$ cat src/hw/dfe_ctrl_settings.svh
// Build-time settings of the link-equalization sequencer
// Channel count and index width, synchronizer depth
// Rate debounce length, skew limit and settle timer thresholds
`ifndef DFE_CTRL_SETTINGS_SVH
`define DFE_CTRL_SETTINGS_SVH

////////////////////
// Channels
////////////////////

// Receiver channels served in turn
`define DFE_NUM_CHANNELS 8
// Width of the channel index
`define DFE_CHAN_BITS 3

////////////////////
// Input side
////////////////////

// Flops in each synchronizer chain
`define DFE_SYNC_STAGES 3
// Cycles a changed rate request must hold before adoption
`define DFE_RATE_FILTER 8
// Saturating value of the skew counter after detect
`define DFE_SKEW_LIMIT 7

////////////////////
// Settle timers
////////////////////

`define DFE_TIMER_BITS 21
// About 12 ms at 100 MHz before the CTLE run
`define DFE_CTLE_WAIT_LONG 1200000
`define DFE_CTLE_WAIT_SHORT 1200
// About 10 ms at 100 MHz before the DFE run
`define DFE_DFE_WAIT_LONG 1000000
`define DFE_DFE_WAIT_SHORT 1000

`endif

$ cat src/hw/dfe_ctrl_pkg.sv
// Shared types of the link-equalization sequencer
// Rate code, training status, step commands, sequencer states
// Channel index
`default_nettype none

`include "dfe_ctrl_settings.svh"

package dfe_ctrl_pkg;

  // Soft rate encoding, 2'b10 is Gen3 and all else Gen1/2
  typedef logic [1:0] pcie_rate_t;

  localparam pcie_rate_t RATE_GEN3 = 2'b10;

  // Link training state bits as seen from the PCIe core
  typedef struct packed {
    logic detect_quiet;
    logic detect_active;
    logic rcvr_phase_two;
  } ltssm_status_t;

  // Step handed to the reconfiguration engine
  typedef enum logic [2:0] {
    STEP_NONE,
    STEP_SW_GEN12,
    STEP_SW_GEN3,
    STEP_RESTORE_MODEB,
    STEP_PHASE2_CTLE,
    STEP_PHASE2_DFE
  } step_cmd_t;

  // Sequencer FSM states
  typedef enum logic [3:0] {
    IDLE,
    EXEC_RATE_SW,
    RESTORE_MODEB,
    WAIT_CTLE,
    EXEC_CTLE,
    WAIT_DFE,
    EXEC_DFE
  } seq_state_t;

  // Index of the channel under reconfiguration
  typedef logic [`DFE_CHAN_BITS-1:0] chan_idx_t;

endpackage

`default_nettype wire

$ cat src/hw/link_status_if.sv
// Filtered link status between the monitor and the sequencer
// Debounced rate, synced detect quiet and phase two, skew timeout
`timescale 1ns/100ps
`default_nettype none

interface link_status_if import dfe_ctrl_pkg::*; ();

  pcie_rate_t rate;
  logic       detect_quiet;
  logic       rcvr_phase_two;
  // High once the link has been out of detect long enough
  logic       skew_timeout;

  // Input side drives every level
  modport monitor (output rate, detect_quiet, rcvr_phase_two, skew_timeout);

  // FSM side only samples them
  modport sequencer (input rate, detect_quiet, rcvr_phase_two, skew_timeout);

endinterface

`default_nettype wire

$ cat src/hw/sync_chain.sv
// Multi-stage synchronizer for an asynchronous level
// Payload given by a type parameter, cleared on reset
`timescale 1ns/100ps
`default_nettype none

`include "dfe_ctrl_settings.svh"

module sync_chain #(
  parameter type payload_t = logic
) (
  input  logic     clock,
  input  logic     reset_sync,
  input  payload_t d,
  output payload_t q
);

  // Register chain, stage 0 samples the raw input
  payload_t stage [`DFE_SYNC_STAGES];

  always_ff @(posedge clock or posedge reset_sync) begin
    if (reset_sync) begin
      for (int i = 0; i < `DFE_SYNC_STAGES; i++) begin
        stage[i] <= '0;
      end
    end else begin
      stage[0] <= d;
      // Shift towards the output
      for (int i = 1; i < `DFE_SYNC_STAGES; i++) begin
        stage[i] <= stage[i-1];
      end
    end
  end

  // Last flop drives the synchronized level
  assign q = stage[`DFE_SYNC_STAGES-1];

endmodule

`default_nettype wire

$ cat src/hw/link_monitor.sv
// Input side of the sequencer
// Training-state and rate synchronizers, rate debounce
// Skew counter after the link leaves detect
`timescale 1ns/100ps
`default_nettype none

`include "dfe_ctrl_settings.svh"

module link_monitor import dfe_ctrl_pkg::*; (
  input  logic                  clock,
  input  logic                  reset_sync,
  input  logic                  ltssm_detect_quiet,
  input  logic                  ltssm_detect_active,
  input  logic                  ltssm_rcvr_phase_two,
  input  pcie_rate_t            pcie_rate_sw,
  link_status_if.monitor        status
);

  localparam int FILT_BITS = $clog2(`DFE_RATE_FILTER + 1);
  localparam int SKEW_BITS = $clog2(`DFE_SKEW_LIMIT + 1);

  ltssm_status_t          ltssm_raw;
  ltssm_status_t          ltssm_sync;
  pcie_rate_t             rate_sync;
  pcie_rate_t             rate_prev;
  pcie_rate_t             rate_r;
  logic [FILT_BITS-1:0]   filt_cnt;
  logic [SKEW_BITS-1:0]   skew_cnt;
  logic                   in_detect;
  logic                   skew_full;

  ////////////////////
  // Synchronizers
  ////////////////////

  assign ltssm_raw = '{detect_quiet:   ltssm_detect_quiet,
                       detect_active:  ltssm_detect_active,
                       rcvr_phase_two: ltssm_rcvr_phase_two};

  sync_chain #(.payload_t(ltssm_status_t)) i_ltssm_sync (
    .clock      (clock),
    .reset_sync (reset_sync),
    .d          (ltssm_raw),
    .q          (ltssm_sync)
  );

  sync_chain #(.payload_t(pcie_rate_t)) i_rate_sync (
    .clock      (clock),
    .reset_sync (reset_sync),
    .d          (pcie_rate_sw),
    .q          (rate_sync)
  );

  ////////////////////
  // Rate debounce
  ////////////////////

  // Restart the count on any new sample or when the request matches
  always_ff @(posedge clock or posedge reset_sync) begin
    if (reset_sync) begin
      rate_prev <= '0;
      rate_r    <= '0;
      filt_cnt  <= '0;
    end else begin
      rate_prev <= rate_sync;
      if (rate_sync == rate_r || rate_sync != rate_prev) begin
        filt_cnt <= '0;
      end else if (filt_cnt == FILT_BITS'(`DFE_RATE_FILTER)) begin
        // Stable long enough, adopt it
        rate_r   <= rate_sync;
        filt_cnt <= '0;
      end else begin
        filt_cnt <= filt_cnt + 1'b1;
      end
    end
  end

  ////////////////////
  // Skew counter
  ////////////////////

  assign in_detect = ltssm_sync.detect_quiet | ltssm_sync.detect_active;
  assign skew_full = (skew_cnt == SKEW_BITS'(`DFE_SKEW_LIMIT));

  // Counts while outside detect, holds at the limit
  always_ff @(posedge clock or posedge reset_sync) begin
    if (reset_sync) begin
      skew_cnt <= '0;
    end else if (in_detect) begin
      skew_cnt <= '0;
    end else if (!skew_full) begin
      skew_cnt <= skew_cnt + 1'b1;
    end
  end

  assign status.rate           = rate_r;
  assign status.detect_quiet   = ltssm_sync.detect_quiet;
  assign status.rcvr_phase_two = ltssm_sync.rcvr_phase_two;
  assign status.skew_timeout   = skew_full;

  a_skew_bound: assert property (@(posedge clock) disable iff (reset_sync)
    skew_cnt <= SKEW_BITS'(`DFE_SKEW_LIMIT));

endmodule

`default_nettype wire

$ cat src/hw/adapt_sequencer.sv
// Equalization sequencer FSM
// Rate switch, mode-B restore and phase-two CTLE/DFE rounds
// Settle timer with full or reduced thresholds, reconfiguration lock
`timescale 1ns/100ps
`default_nettype none

`include "dfe_ctrl_settings.svh"

module adapt_sequencer import dfe_ctrl_pkg::*; (
  input  logic                    clock,
  input  logic                    reset_sync,
  link_status_if.sequencer        status,
  input  logic                    reduce_counters,
  input  logic                    all_done,
  output logic                    step_go,
  output step_cmd_t               step_cmd,
  output logic                    reconfig_lock
);

  seq_state_t                  state;
  pcie_rate_t                  current_rate;
  // Restore still owed after the last detect exit
  logic                        modeb_armed;
  // Phase-two flow not yet run for this request
  logic                        phase2_armed;
  logic [`DFE_TIMER_BITS-1:0]  timer;
  logic [`DFE_TIMER_BITS-1:0]  ctle_wait;
  logic [`DFE_TIMER_BITS-1:0]  dfe_wait;
  logic [`DFE_TIMER_BITS-1:0]  wait_limit;

  ////////////////////
  // Settle thresholds
  ////////////////////

  assign ctle_wait = reduce_counters ? `DFE_TIMER_BITS'(`DFE_CTLE_WAIT_SHORT)
                                     : `DFE_TIMER_BITS'(`DFE_CTLE_WAIT_LONG);
  assign dfe_wait  = reduce_counters ? `DFE_TIMER_BITS'(`DFE_DFE_WAIT_SHORT)
                                     : `DFE_TIMER_BITS'(`DFE_DFE_WAIT_LONG);
  assign wait_limit = (state == WAIT_CTLE) ? ctle_wait : dfe_wait;

  ////////////////////
  // FSM
  ////////////////////

  always_ff @(posedge clock or posedge reset_sync) begin
    if (reset_sync) begin
      state        <= IDLE;
      current_rate <= '0;
      modeb_armed  <= 1'b0;
      phase2_armed <= 1'b0;
      timer        <= '0;
    end else begin
      // Timer only runs in the two WAIT states
      timer <= '0;
      case (state)
        IDLE: begin
          current_rate <= status.rate;
          if (status.skew_timeout) begin
            modeb_armed <= 1'b1;
          end
          if (!status.rcvr_phase_two) begin
            phase2_armed <= 1'b1;
          end
          // Rate change wins over the restore request
          if (status.rate != current_rate) begin
            state <= EXEC_RATE_SW;
          end else if ((status.detect_quiet && modeb_armed) ||
                       (status.rcvr_phase_two && phase2_armed)) begin
            state <= RESTORE_MODEB;
          end
        end
        EXEC_RATE_SW: begin
          if (all_done) begin
            state <= IDLE;
          end
        end
        RESTORE_MODEB: begin
          modeb_armed <= 1'b0;
          if (all_done) begin
            state <= status.rcvr_phase_two ? WAIT_CTLE : IDLE;
          end
        end
        WAIT_CTLE, WAIT_DFE: begin
          if (timer == wait_limit) begin
            state <= (state == WAIT_CTLE) ? EXEC_CTLE : EXEC_DFE;
          end else begin
            timer <= timer + 1'b1;
          end
        end
        EXEC_CTLE: begin
          if (all_done) begin
            state <= WAIT_DFE;
          end
        end
        EXEC_DFE: begin
          // Flow has run, wait for phase two to drop before rearming
          phase2_armed <= 1'b0;
          if (all_done) begin
            state <= IDLE;
          end
        end
        default: begin
          state <= IDLE;
        end
      endcase
    end
  end

  ////////////////////
  // Step outputs
  ////////////////////

  always_comb begin
    step_cmd = STEP_NONE;
    case (state)
      EXEC_RATE_SW:  step_cmd = (current_rate == RATE_GEN3) ? STEP_SW_GEN3 : STEP_SW_GEN12;
      RESTORE_MODEB: step_cmd = STEP_RESTORE_MODEB;
      EXEC_CTLE:     step_cmd = STEP_PHASE2_CTLE;
      EXEC_DFE:      step_cmd = STEP_PHASE2_DFE;
      default:       step_cmd = STEP_NONE;
    endcase
  end

  // Go for every state that walks the channels
  assign step_go       = (step_cmd != STEP_NONE);
  assign reconfig_lock = (state != IDLE);

  a_no_go_in_wait: assert property (@(posedge clock) disable iff (reset_sync)
    (state inside {WAIT_CTLE, WAIT_DFE}) |-> !step_go);

  a_legal_state: assert property (@(posedge clock) disable iff (reset_sync)
    state inside {IDLE, EXEC_RATE_SW, RESTORE_MODEB, WAIT_CTLE, EXEC_CTLE,
                  WAIT_DFE, EXEC_DFE});

endmodule

`default_nettype wire

$ cat src/hw/channel_stepper.sv
// Channel stepper for the reconfiguration engine
// Running-edge detection, channel index, round completion pulse
`timescale 1ns/100ps
`default_nettype none

`include "dfe_ctrl_settings.svh"

module channel_stepper import dfe_ctrl_pkg::*; (
  input  logic      clock,
  input  logic      reset_sync,
  input  logic      step_go,
  input  logic      step_running,
  output logic      all_done,
  output chan_idx_t step_channel
);

  localparam chan_idx_t LAST_CHAN = chan_idx_t'(`DFE_NUM_CHANNELS - 1);

  logic running_q;
  logic step_done;

  ////////////////////
  // Completion detect
  ////////////////////

  always_ff @(posedge clock or posedge reset_sync) begin
    if (reset_sync) begin
      running_q <= 1'b0;
    end else begin
      running_q <= step_running;
    end
  end

  // Falling edge of running while a round is active
  assign step_done = step_go && running_q && !step_running;

  // Last channel finished, the round is over
  assign all_done = step_done && (step_channel == LAST_CHAN);

  ////////////////////
  // Channel index
  ////////////////////

  always_ff @(posedge clock or posedge reset_sync) begin
    if (reset_sync) begin
      step_channel <= '0;
    end else if (!step_go) begin
      // Next round starts at channel 0
      step_channel <= '0;
    end else if (step_done && step_channel != LAST_CHAN) begin
      step_channel <= step_channel + 1'b1;
    end
  end

  a_chan_bound: assert property (@(posedge clock) disable iff (reset_sync)
    step_channel <= LAST_CHAN);

endmodule

`default_nettype wire

$ cat src/hw/dfe_ctrl_top.sv
// Top level of the link-equalization sequencer
// Link monitor, sequencer FSM and channel stepper
// Step command interface to the external reconfiguration engine
`timescale 1ns/100ps
`default_nettype none

module dfe_ctrl_top import dfe_ctrl_pkg::*; (
  input  logic       clock,
  input  logic       reset_sync,
  input  logic       ltssm_detect_quiet,
  input  logic       ltssm_detect_active,
  input  logic       ltssm_rcvr_phase_two,
  input  pcie_rate_t pcie_rate_sw,
  input  logic       reduce_counters,
  input  logic       step_running,
  output logic       step_go,
  output step_cmd_t  step_cmd,
  output chan_idx_t  step_channel,
  output logic       reconfig_lock
);

  // Round finished on the last channel
  logic all_done;

  link_status_if i_link_status ();

  link_monitor i_link_monitor (
    .clock                (clock),
    .reset_sync           (reset_sync),
    .ltssm_detect_quiet   (ltssm_detect_quiet),
    .ltssm_detect_active  (ltssm_detect_active),
    .ltssm_rcvr_phase_two (ltssm_rcvr_phase_two),
    .pcie_rate_sw         (pcie_rate_sw),
    .status               (i_link_status.monitor)
  );

  adapt_sequencer i_adapt_sequencer (
    .clock           (clock),
    .reset_sync      (reset_sync),
    .status          (i_link_status.sequencer),
    .reduce_counters (reduce_counters),
    .all_done        (all_done),
    .step_go         (step_go),
    .step_cmd        (step_cmd),
    .reconfig_lock   (reconfig_lock)
  );

  channel_stepper i_channel_stepper (
    .clock        (clock),
    .reset_sync   (reset_sync),
    .step_go      (step_go),
    .step_running (step_running),
    .all_done     (all_done),
    .step_channel (step_channel)
  );

endmodule

`default_nettype wire

$ cat config.mk
export PLATFORM = sky130hd
export DESIGN_NAME = dfe_ctrl_top
export DESIGN_NICKNAME = d
export VERILOG_FILES = /design/src/hw/dfe_ctrl_pkg.sv /design/src/hw/link_status_if.sv /design/src/hw/sync_chain.sv /design/src/hw/link_monitor.sv /design/src/hw/adapt_sequencer.sv /design/src/hw/channel_stepper.sv /design/src/hw/dfe_ctrl_top.sv
export VERILOG_INCLUDE_DIRS = /design/src /design/src/hw
export SDC_FILE = /design/constraint.sdc
export NUM_CORES = 1
export LEC_CHECK = 0
export ABC_AREA = 1
export BUFFER_PORTS_ARGS = -buffer_cell sky130_fd_sc_hd__buf_2
export CORE_ASPECT_RATIO = 1.1
export CORE_MARGIN = 3
export CORE_UTILIZATION = 30
export CTS_CLUSTER_DIAMETER = 120
export DETAILED_ROUTE_END_ITERATION = 6
export PLACE_DENSITY = 0.55
export SLEW_MARGIN = 20
export SYNTH_ARGS = -nofsm -noshare
export SYNTH_HDL_FRONTEND = slang
export SYNTH_SLANG_ARGS = --single-unit
export TNS_END_PERCENT = 20
$ cat constraint.sdc
create_clock -name clock -period 1.85 [get_ports clock]
set_input_delay 0.185 -clock clock [delete_from_list [all_inputs] [get_ports clock]]
set_output_delay 0.185 -clock clock [all_outputs]
set_load 0.03 [all_outputs]
# After elaboration in Yosys (flattened, before gate mapping)
# Cells that the tools add are included.
# totals
word_cells	99
ff_bits	59
# classes
n_reduce_logical	20
add_sub_neg	4
mux	26
eq_ne	24
bitwise	2
# op_table
op	count
two-way mux 21 bit	4
two-way mux 4 bit	8
adder 21 x 1 -> 21 bit (second input constant)	1
== test 21 bit	1
two-way mux 20 bit	1
case mux 4 bit (5 select lines)	1
== test 4 x 3 -> 1 bit (second input constant)	3
two-way mux 3 bit	4
case mux 3 bit (4 select lines)	1
inequality test 2 bit (second input constant)	5
== test 4 x 2 -> 1 bit (second input constant)	2
adder 3 x 1 -> 3 bit (second input constant)	2
== test 3 bit (second input constant)	2
logical AND 1 bit	6
two-way mux 2 bit	3
inequality test 2 x 1 -> 1 bit (second input constant)	3
AND reduction 2 bit	3
AND reduction 5 bit	1
adder 4 x 1 -> 4 bit (second input constant)	1
== test 4 x 1 -> 1 bit (second input constant)	1
== test 4 bit (second input constant)	1
zero test 4 bit	1
inequality test 2 bit	2
case mux 1 bit (2 select lines)	2
other kinds (13)	17

# Depth between registers and ports, before layout
# depth
depth_word	9
mapped_depth	13

# Cells and area by module
# Synthesis repeated with hierarchy kept, for this count alone.
# unflattened
hier_cells	367
area_unflattened_um2	3125.5
# modules_own_cells
mod	cells_each	instances	area_per_inst_um2	seq_area_each_um2
adapt_sequencer	263	1	1898.1	700.7
link_monitor	60	1	604.3	275.3
sync_chain at i_link_monitor.i_ltssm_sync	13	1	251.5	225.2
channel_stepper	22	1	202.7	100.1
sync_chain at i_link_monitor.i_rate_sync	9	1	168.9	150.1

# Worst setup path after synthesis
# No wires, ideal clock.
# synth_path
kind	register -> register
startpoint	register i_adapt_sequencer.state[1]
endpoint	register i_channel_stepper.step_channel[0]
synth_period_minus_slack_ns	1.678
setup_slack_ns	0.172
required_ns	1.723
setup_ns	0.127
arrival_time_ns	1.551
path_stages_with_launch	8
cell_sequence	dfrtp_1 -> inv_1 -> nor2_1 -> nand2_1 -> nand3_1 -> nand4_1 -> o21ai_0 -> a21oi_1
# synth_between
elab_chain_cells	7
word_cells_on_any_way	11
classes_between	eq/ne (5); mux (2); reduce/logical (4)
# synth_lines
element	line_no	rtl
from (decl)	adapt_sequencer.sv:20	seq_state_t state;
from (signal assigned)	adapt_sequencer.sv:80	state <= status.rcvr_phase_two ? WAIT_CTLE : IDLE;
from (signal assigned)	adapt_sequencer.sv:85	state <= (state == WAIT_CTLE) ? EXEC_CTLE : EXEC_DFE;
== test 4 x 3 -> 1 bit, or another cell as far along	adapt_sequencer.sv:115	case (state)
case mux 3 bit (4 select lines) (*)	adapt_sequencer.sv:115	
nonzero test 3 bit (*)	adapt_sequencer.sv:125	assign step_go = (step_cmd != STEP_NONE);
net step_go	dfe_ctrl_top.sv:16	output logic step_go,
logical AND 1 bit (2 in a row)	channel_stepper.sv:35	assign step_done = step_go && running_q && !step_running;
logical AND 1 bit	channel_stepper.sv:50	end else if (step_done && step_channel != LAST_CHAN) begin
inequality test 2 bit (no source line)	--	
to (signal assigned)	channel_stepper.sv:51	step_channel <= step_channel + 1'b1;
to (decl)	channel_stepper.sv:14	output chan_idx_t step_channel
# The timed path passes the listed nets; every way through them passes the cells marked *.
# A chain may end at the register's enable or synchronous reset.

# Worst setup path in the final report
# layout_path
startpoint	register i_adapt_sequencer.state[1]
endpoint	output port step_go
# layout_between
elab_chain_cells	3
word_cells_on_any_way	6
classes_between	eq/ne (4); mux (1); reduce/logical (1)
# layout_lines
element	line_no
== test 4 x 3 -> 1 bit, or another cell as far along	adapt_sequencer.sv:115
case mux 3 bit (4 select lines) (*)	adapt_sequencer.sv:115
nonzero test 3 bit (*)	adapt_sequencer.sv:125
to (decl)	dfe_ctrl_top.sv:16
# Mark *: on every way between the ends. The rest lies on a longest branch, timed or not.

==> summary.txt <==
STA
  • Max-slew headroom: 0.7590
  • Tmin final: about 1.7 ns
  • Worst Max-Slew Pin Slew: 0.3582 ns
  • Post-Route Setup TNS: 0 ns
  • Setup violators final: 0
  • Pins Over Slew Limit: 0
  • Tcrit/Tclk final: 0.9295
  • RSZ-0062 raised after global routing: true
  • Max Freq: slightly below 600 MHz
  • Post-route setup slack: between 0.1 and 0.15 ns
  • Clk_skew: ~0.0052 ns
  • Final Hold Viols: 0

Synthesis
  • Sequential area share after synthesis: 0.5072
  • Synth async-reset ratio: 1.000
  • Proportion of synthesized area in mux cells: 0
  • Number of flops mapped to enable cells by yosys: 0
  • Largest family of logic cells by synthesized area: simple AND/OR/NAND/NOR gates
  • Yosys top cell area share: 0.5072
  • Compound-cell area share of the yosys netlist: 0.05422
  • Prevailing post-synth register cell: dfrtp_1
  • Post-Syn Area: about 2900 sq um
  • Mean Syn Cell Area: 8.246 sq um
  • Adder-Cell Fraction of Synth Area: 0.03498
  • Post-Synthesis Cells: approximately 350
  • Area contributors post-synth: dfrtp_1 51%, nand2_1 10%, nor2_1 6.6%
  • FF+latch count, synth: 58
  • Most frequent cell after synthesis: nand2_1
  • Largest area contributor in the netlist: dfrtp_1
  • Synth top cells by count: 79 x nand2_1, 58 x dfrtp_1, 50 x nor2_1
  • Post-synthesis xor/xnor area fraction: 0.04285
  • Post-Synth Simple-Gate Area: 0.2886
  • YS warnings: 0
  • Post-Syn Nets: roughly 360
  • Count of cell types in the netlist: 29

Place
  • Pre-CTS WS: roughly 0.09 ns
  • HPWL after DPL: 4184 um
  • RD Place Congestion: around 0.9
  • Placed Area: about 3100 sq um
  • Port bufs: 16

CTS
  • Clk pin slew, worst setup/hold paths: ~0.070 ns
  • TritonCTS Sinks: a little under 60
  • Post-CTS Setup Bufs: 0
  • H-tree Lvls: 3
  • Worst-Skew Late Latency: approximately 0.33 ns
  • Buffer depth of the longest clock path: 2
  • TritonCTS clock tree: yes
  • CTS Buf Count: 9
  • Clock Tree Root: clkbuf_8

Die
  • Core area: slightly above 9000 sq um
  • I/O Pins: 17
  • Die area: between 10000 and 15000 sq um
  • Die Y: ~110 um
  • Chip width: about 100 um
  • Placement Rows: 36
  • Starting Density: 0.3161

Cells and area
  • Design area: approximately 3400 sq um
  • Diodes inserted: 0
  • Filler cell count in the final layout: ~920
  • Syn-to-layout area delta: 20.38%
  • Layout cell share with drive strength beyond 1: 0.1440
  • Nets: approximately 400
  • Final Util: 0.3805

Critical path
  • Critical path peak fanout: 6
  • Critical path endpoint category: primary output
  • CP Depth: 5
  • WP data arrival: 1.53 ns
  • R2R depth: 13
  • Critical path class: reg -> out
  • Buf/Inv on CP: 2
  • CP top delay family: simple AND/OR/NAND/NOR gates
  • Slowest stage delay, CP: around 0.44 ns
  • CP max-delay cell: dfrtp_2
  • CP cell instances: inv_1 -> nor2_1 -> nand2_1 -> nand3_2 -> clkbuf_4
  • CP required: 1.66 ns
  • CP Launch Type: flip-flop

GRT
  • GRT Overall Usage: 0.1221
  • Pin count of the biggest net entering global routing: 59
  • GR Overflow Total: 0
  • Initial antenna violation count: 0
  • First-pass GRT wire length: ~10000 um
  • Vias in the first global route: 2254

Route
  • Vias/cell: about 4.7
  • Routed len/inst: roughly 12 um
  • DRT antenna net count: 0
  • Initial DRC count: between 100 and 150
  • Final wirelength: 5832 um
  • DRC: 0
  • Total number of vias: around 2300
  • Pre-antenna DRT Iters: 4

Outcome
  • Status: completed

Power
  • Power per cell area: slightly above 1000 nW/um^2
  • Max VDD drop: approximately 560 uV
  • Power Total: approximately 3.6 mW
  • Total leakage power: about 1.6 nW

Run
  • Max-cap violations: 0

Min path
  • Hold Crit Class: reg -> reg
  • Hold path depth: 0
[state kept, by name, indices dropped and copies added, names as in the netlist, 2 cells and up]
name and cells:
i_adapt_sequencer.state 3, i_link_monitor.i_ltssm_sync.q 3, i_adapt_sequencer.timer 21, i_link_monitor.i_rate_sync.q 2
i_link_monitor.status.rate 2, i_link_monitor.i_ltssm_sync.stage 6, i_channel_stepper.step_channel 3, i_link_monitor.filt_cnt 4
i_adapt_sequencer.current_rate 2, i_link_monitor.skew_cnt 3, i_link_monitor.i_rate_sync.stage 4, i_link_monitor.rate_prev 2
[routing by layer]
metal  vias up  wire [um]  track usage
li1       1177          -            -
met1      1109       2635       0.1512
met2        45       2867       0.2030
met3        12        198      0.02710
met4         0        130      0.05561
met5         -          0            0
[where the power goes]
part,internal (mW),switching [mW]
combinational,0.293,0.587
sequential,1.35,0.0831
clock,0.743,0.492
total,2.39,1.16
[logic make-up after synthesis]
family,count (synthesis)
compound gates,27
xor+xnor,14
fa+ha+maj,8
buf+inv,52
flops,58
simple gates,188
[repair_timing]
item,in CTS,in global routing
cloned,0,0
hold endpoints to repair,64,0
resized for setup,1,11
hold buffers,7,0
setup endpoints to repair,1,23
[worst reg2reg max path, delay by kind of cell, from the launching register on]
kind            cells  cell delay, ns
flops               1            0.41
simple gates       10            0.81
buf+inv             1            0.07
compound gates      1            0.19
fa+ha+maj           1            0.13
[through the flow]
stage | instances | hold slack [ns]
2_1_floorplan | 347 | 0.2164
3_3_place_gp | 481 | 0.2626
3_5_place_dp | 481 | 0.2724
4_1_cts | 503 | 0.3430
5_1_grt | 503 | 0.3555
6_report | 503 | 0.3430
[area by class of cell]
type | instances | area, sq um | area share
Clock buffer | 9 | 123.9 | 0.03596
Clock inverter | 6 | 82.58 | 0.02397
Inverter | 50 | 187.7 | 0.05449
Multi-Input combinational cell | 237 | 1227 | 0.3563
Sequential cell | 58 | 1455 | 0.4224
Tap cell | 114 | 142.6 | 0.04141
Timing Repair Buffer | 29 | 225.2 | 0.06538
[path summary, 6_finish.rpt]
check,end,startpoint,slack (ns)
worst min register to register,i_link_monitor.i_ltssm_sync.q[1]$_DFF_PP0_,i_link_monitor.i_ltssm_sync.stage[4]$_DFF_PP0_,0.34
worst max-delay path,step_go,i_adapt_sequencer.state[1]$_DFFE_PP0P_,0.13
worst min-delay path,i_link_monitor.i_ltssm_sync.q[1]$_DFF_PP0_,i_link_monitor.i_ltssm_sync.stage[4]$_DFF_PP0_,0.34
min in group asynchronous,i_adapt_sequencer.timer[15]$_DFF_PP0_,reset_sync,0.45
max in group asynchronous,i_adapt_sequencer.state[2]$_DFFE_PP0P_,reset_sync,1.12
worst max register to register,i_adapt_sequencer.state[2]$_DFFE_PP0P_,i_adapt_sequencer.timer[1]$_DFF_PP0_,0.13
[cell usage in the layout (no fill, tap or decap), types with 4 or more instances in the layout]
master,n
nor3_1,11
dlygate4sd3_1,7
inv_1,48
o21ai_0,17
xor2_1,12
nand2_1,79
buf_4,5
dfrtp_1,55
nand4_1,8
nand3_1,25
clkbuf_8,9
ha_1,8
nor2_1,47
a21oi_1,4
buf_2,14
Note: power is estimated with default switching activity, not from simulation.
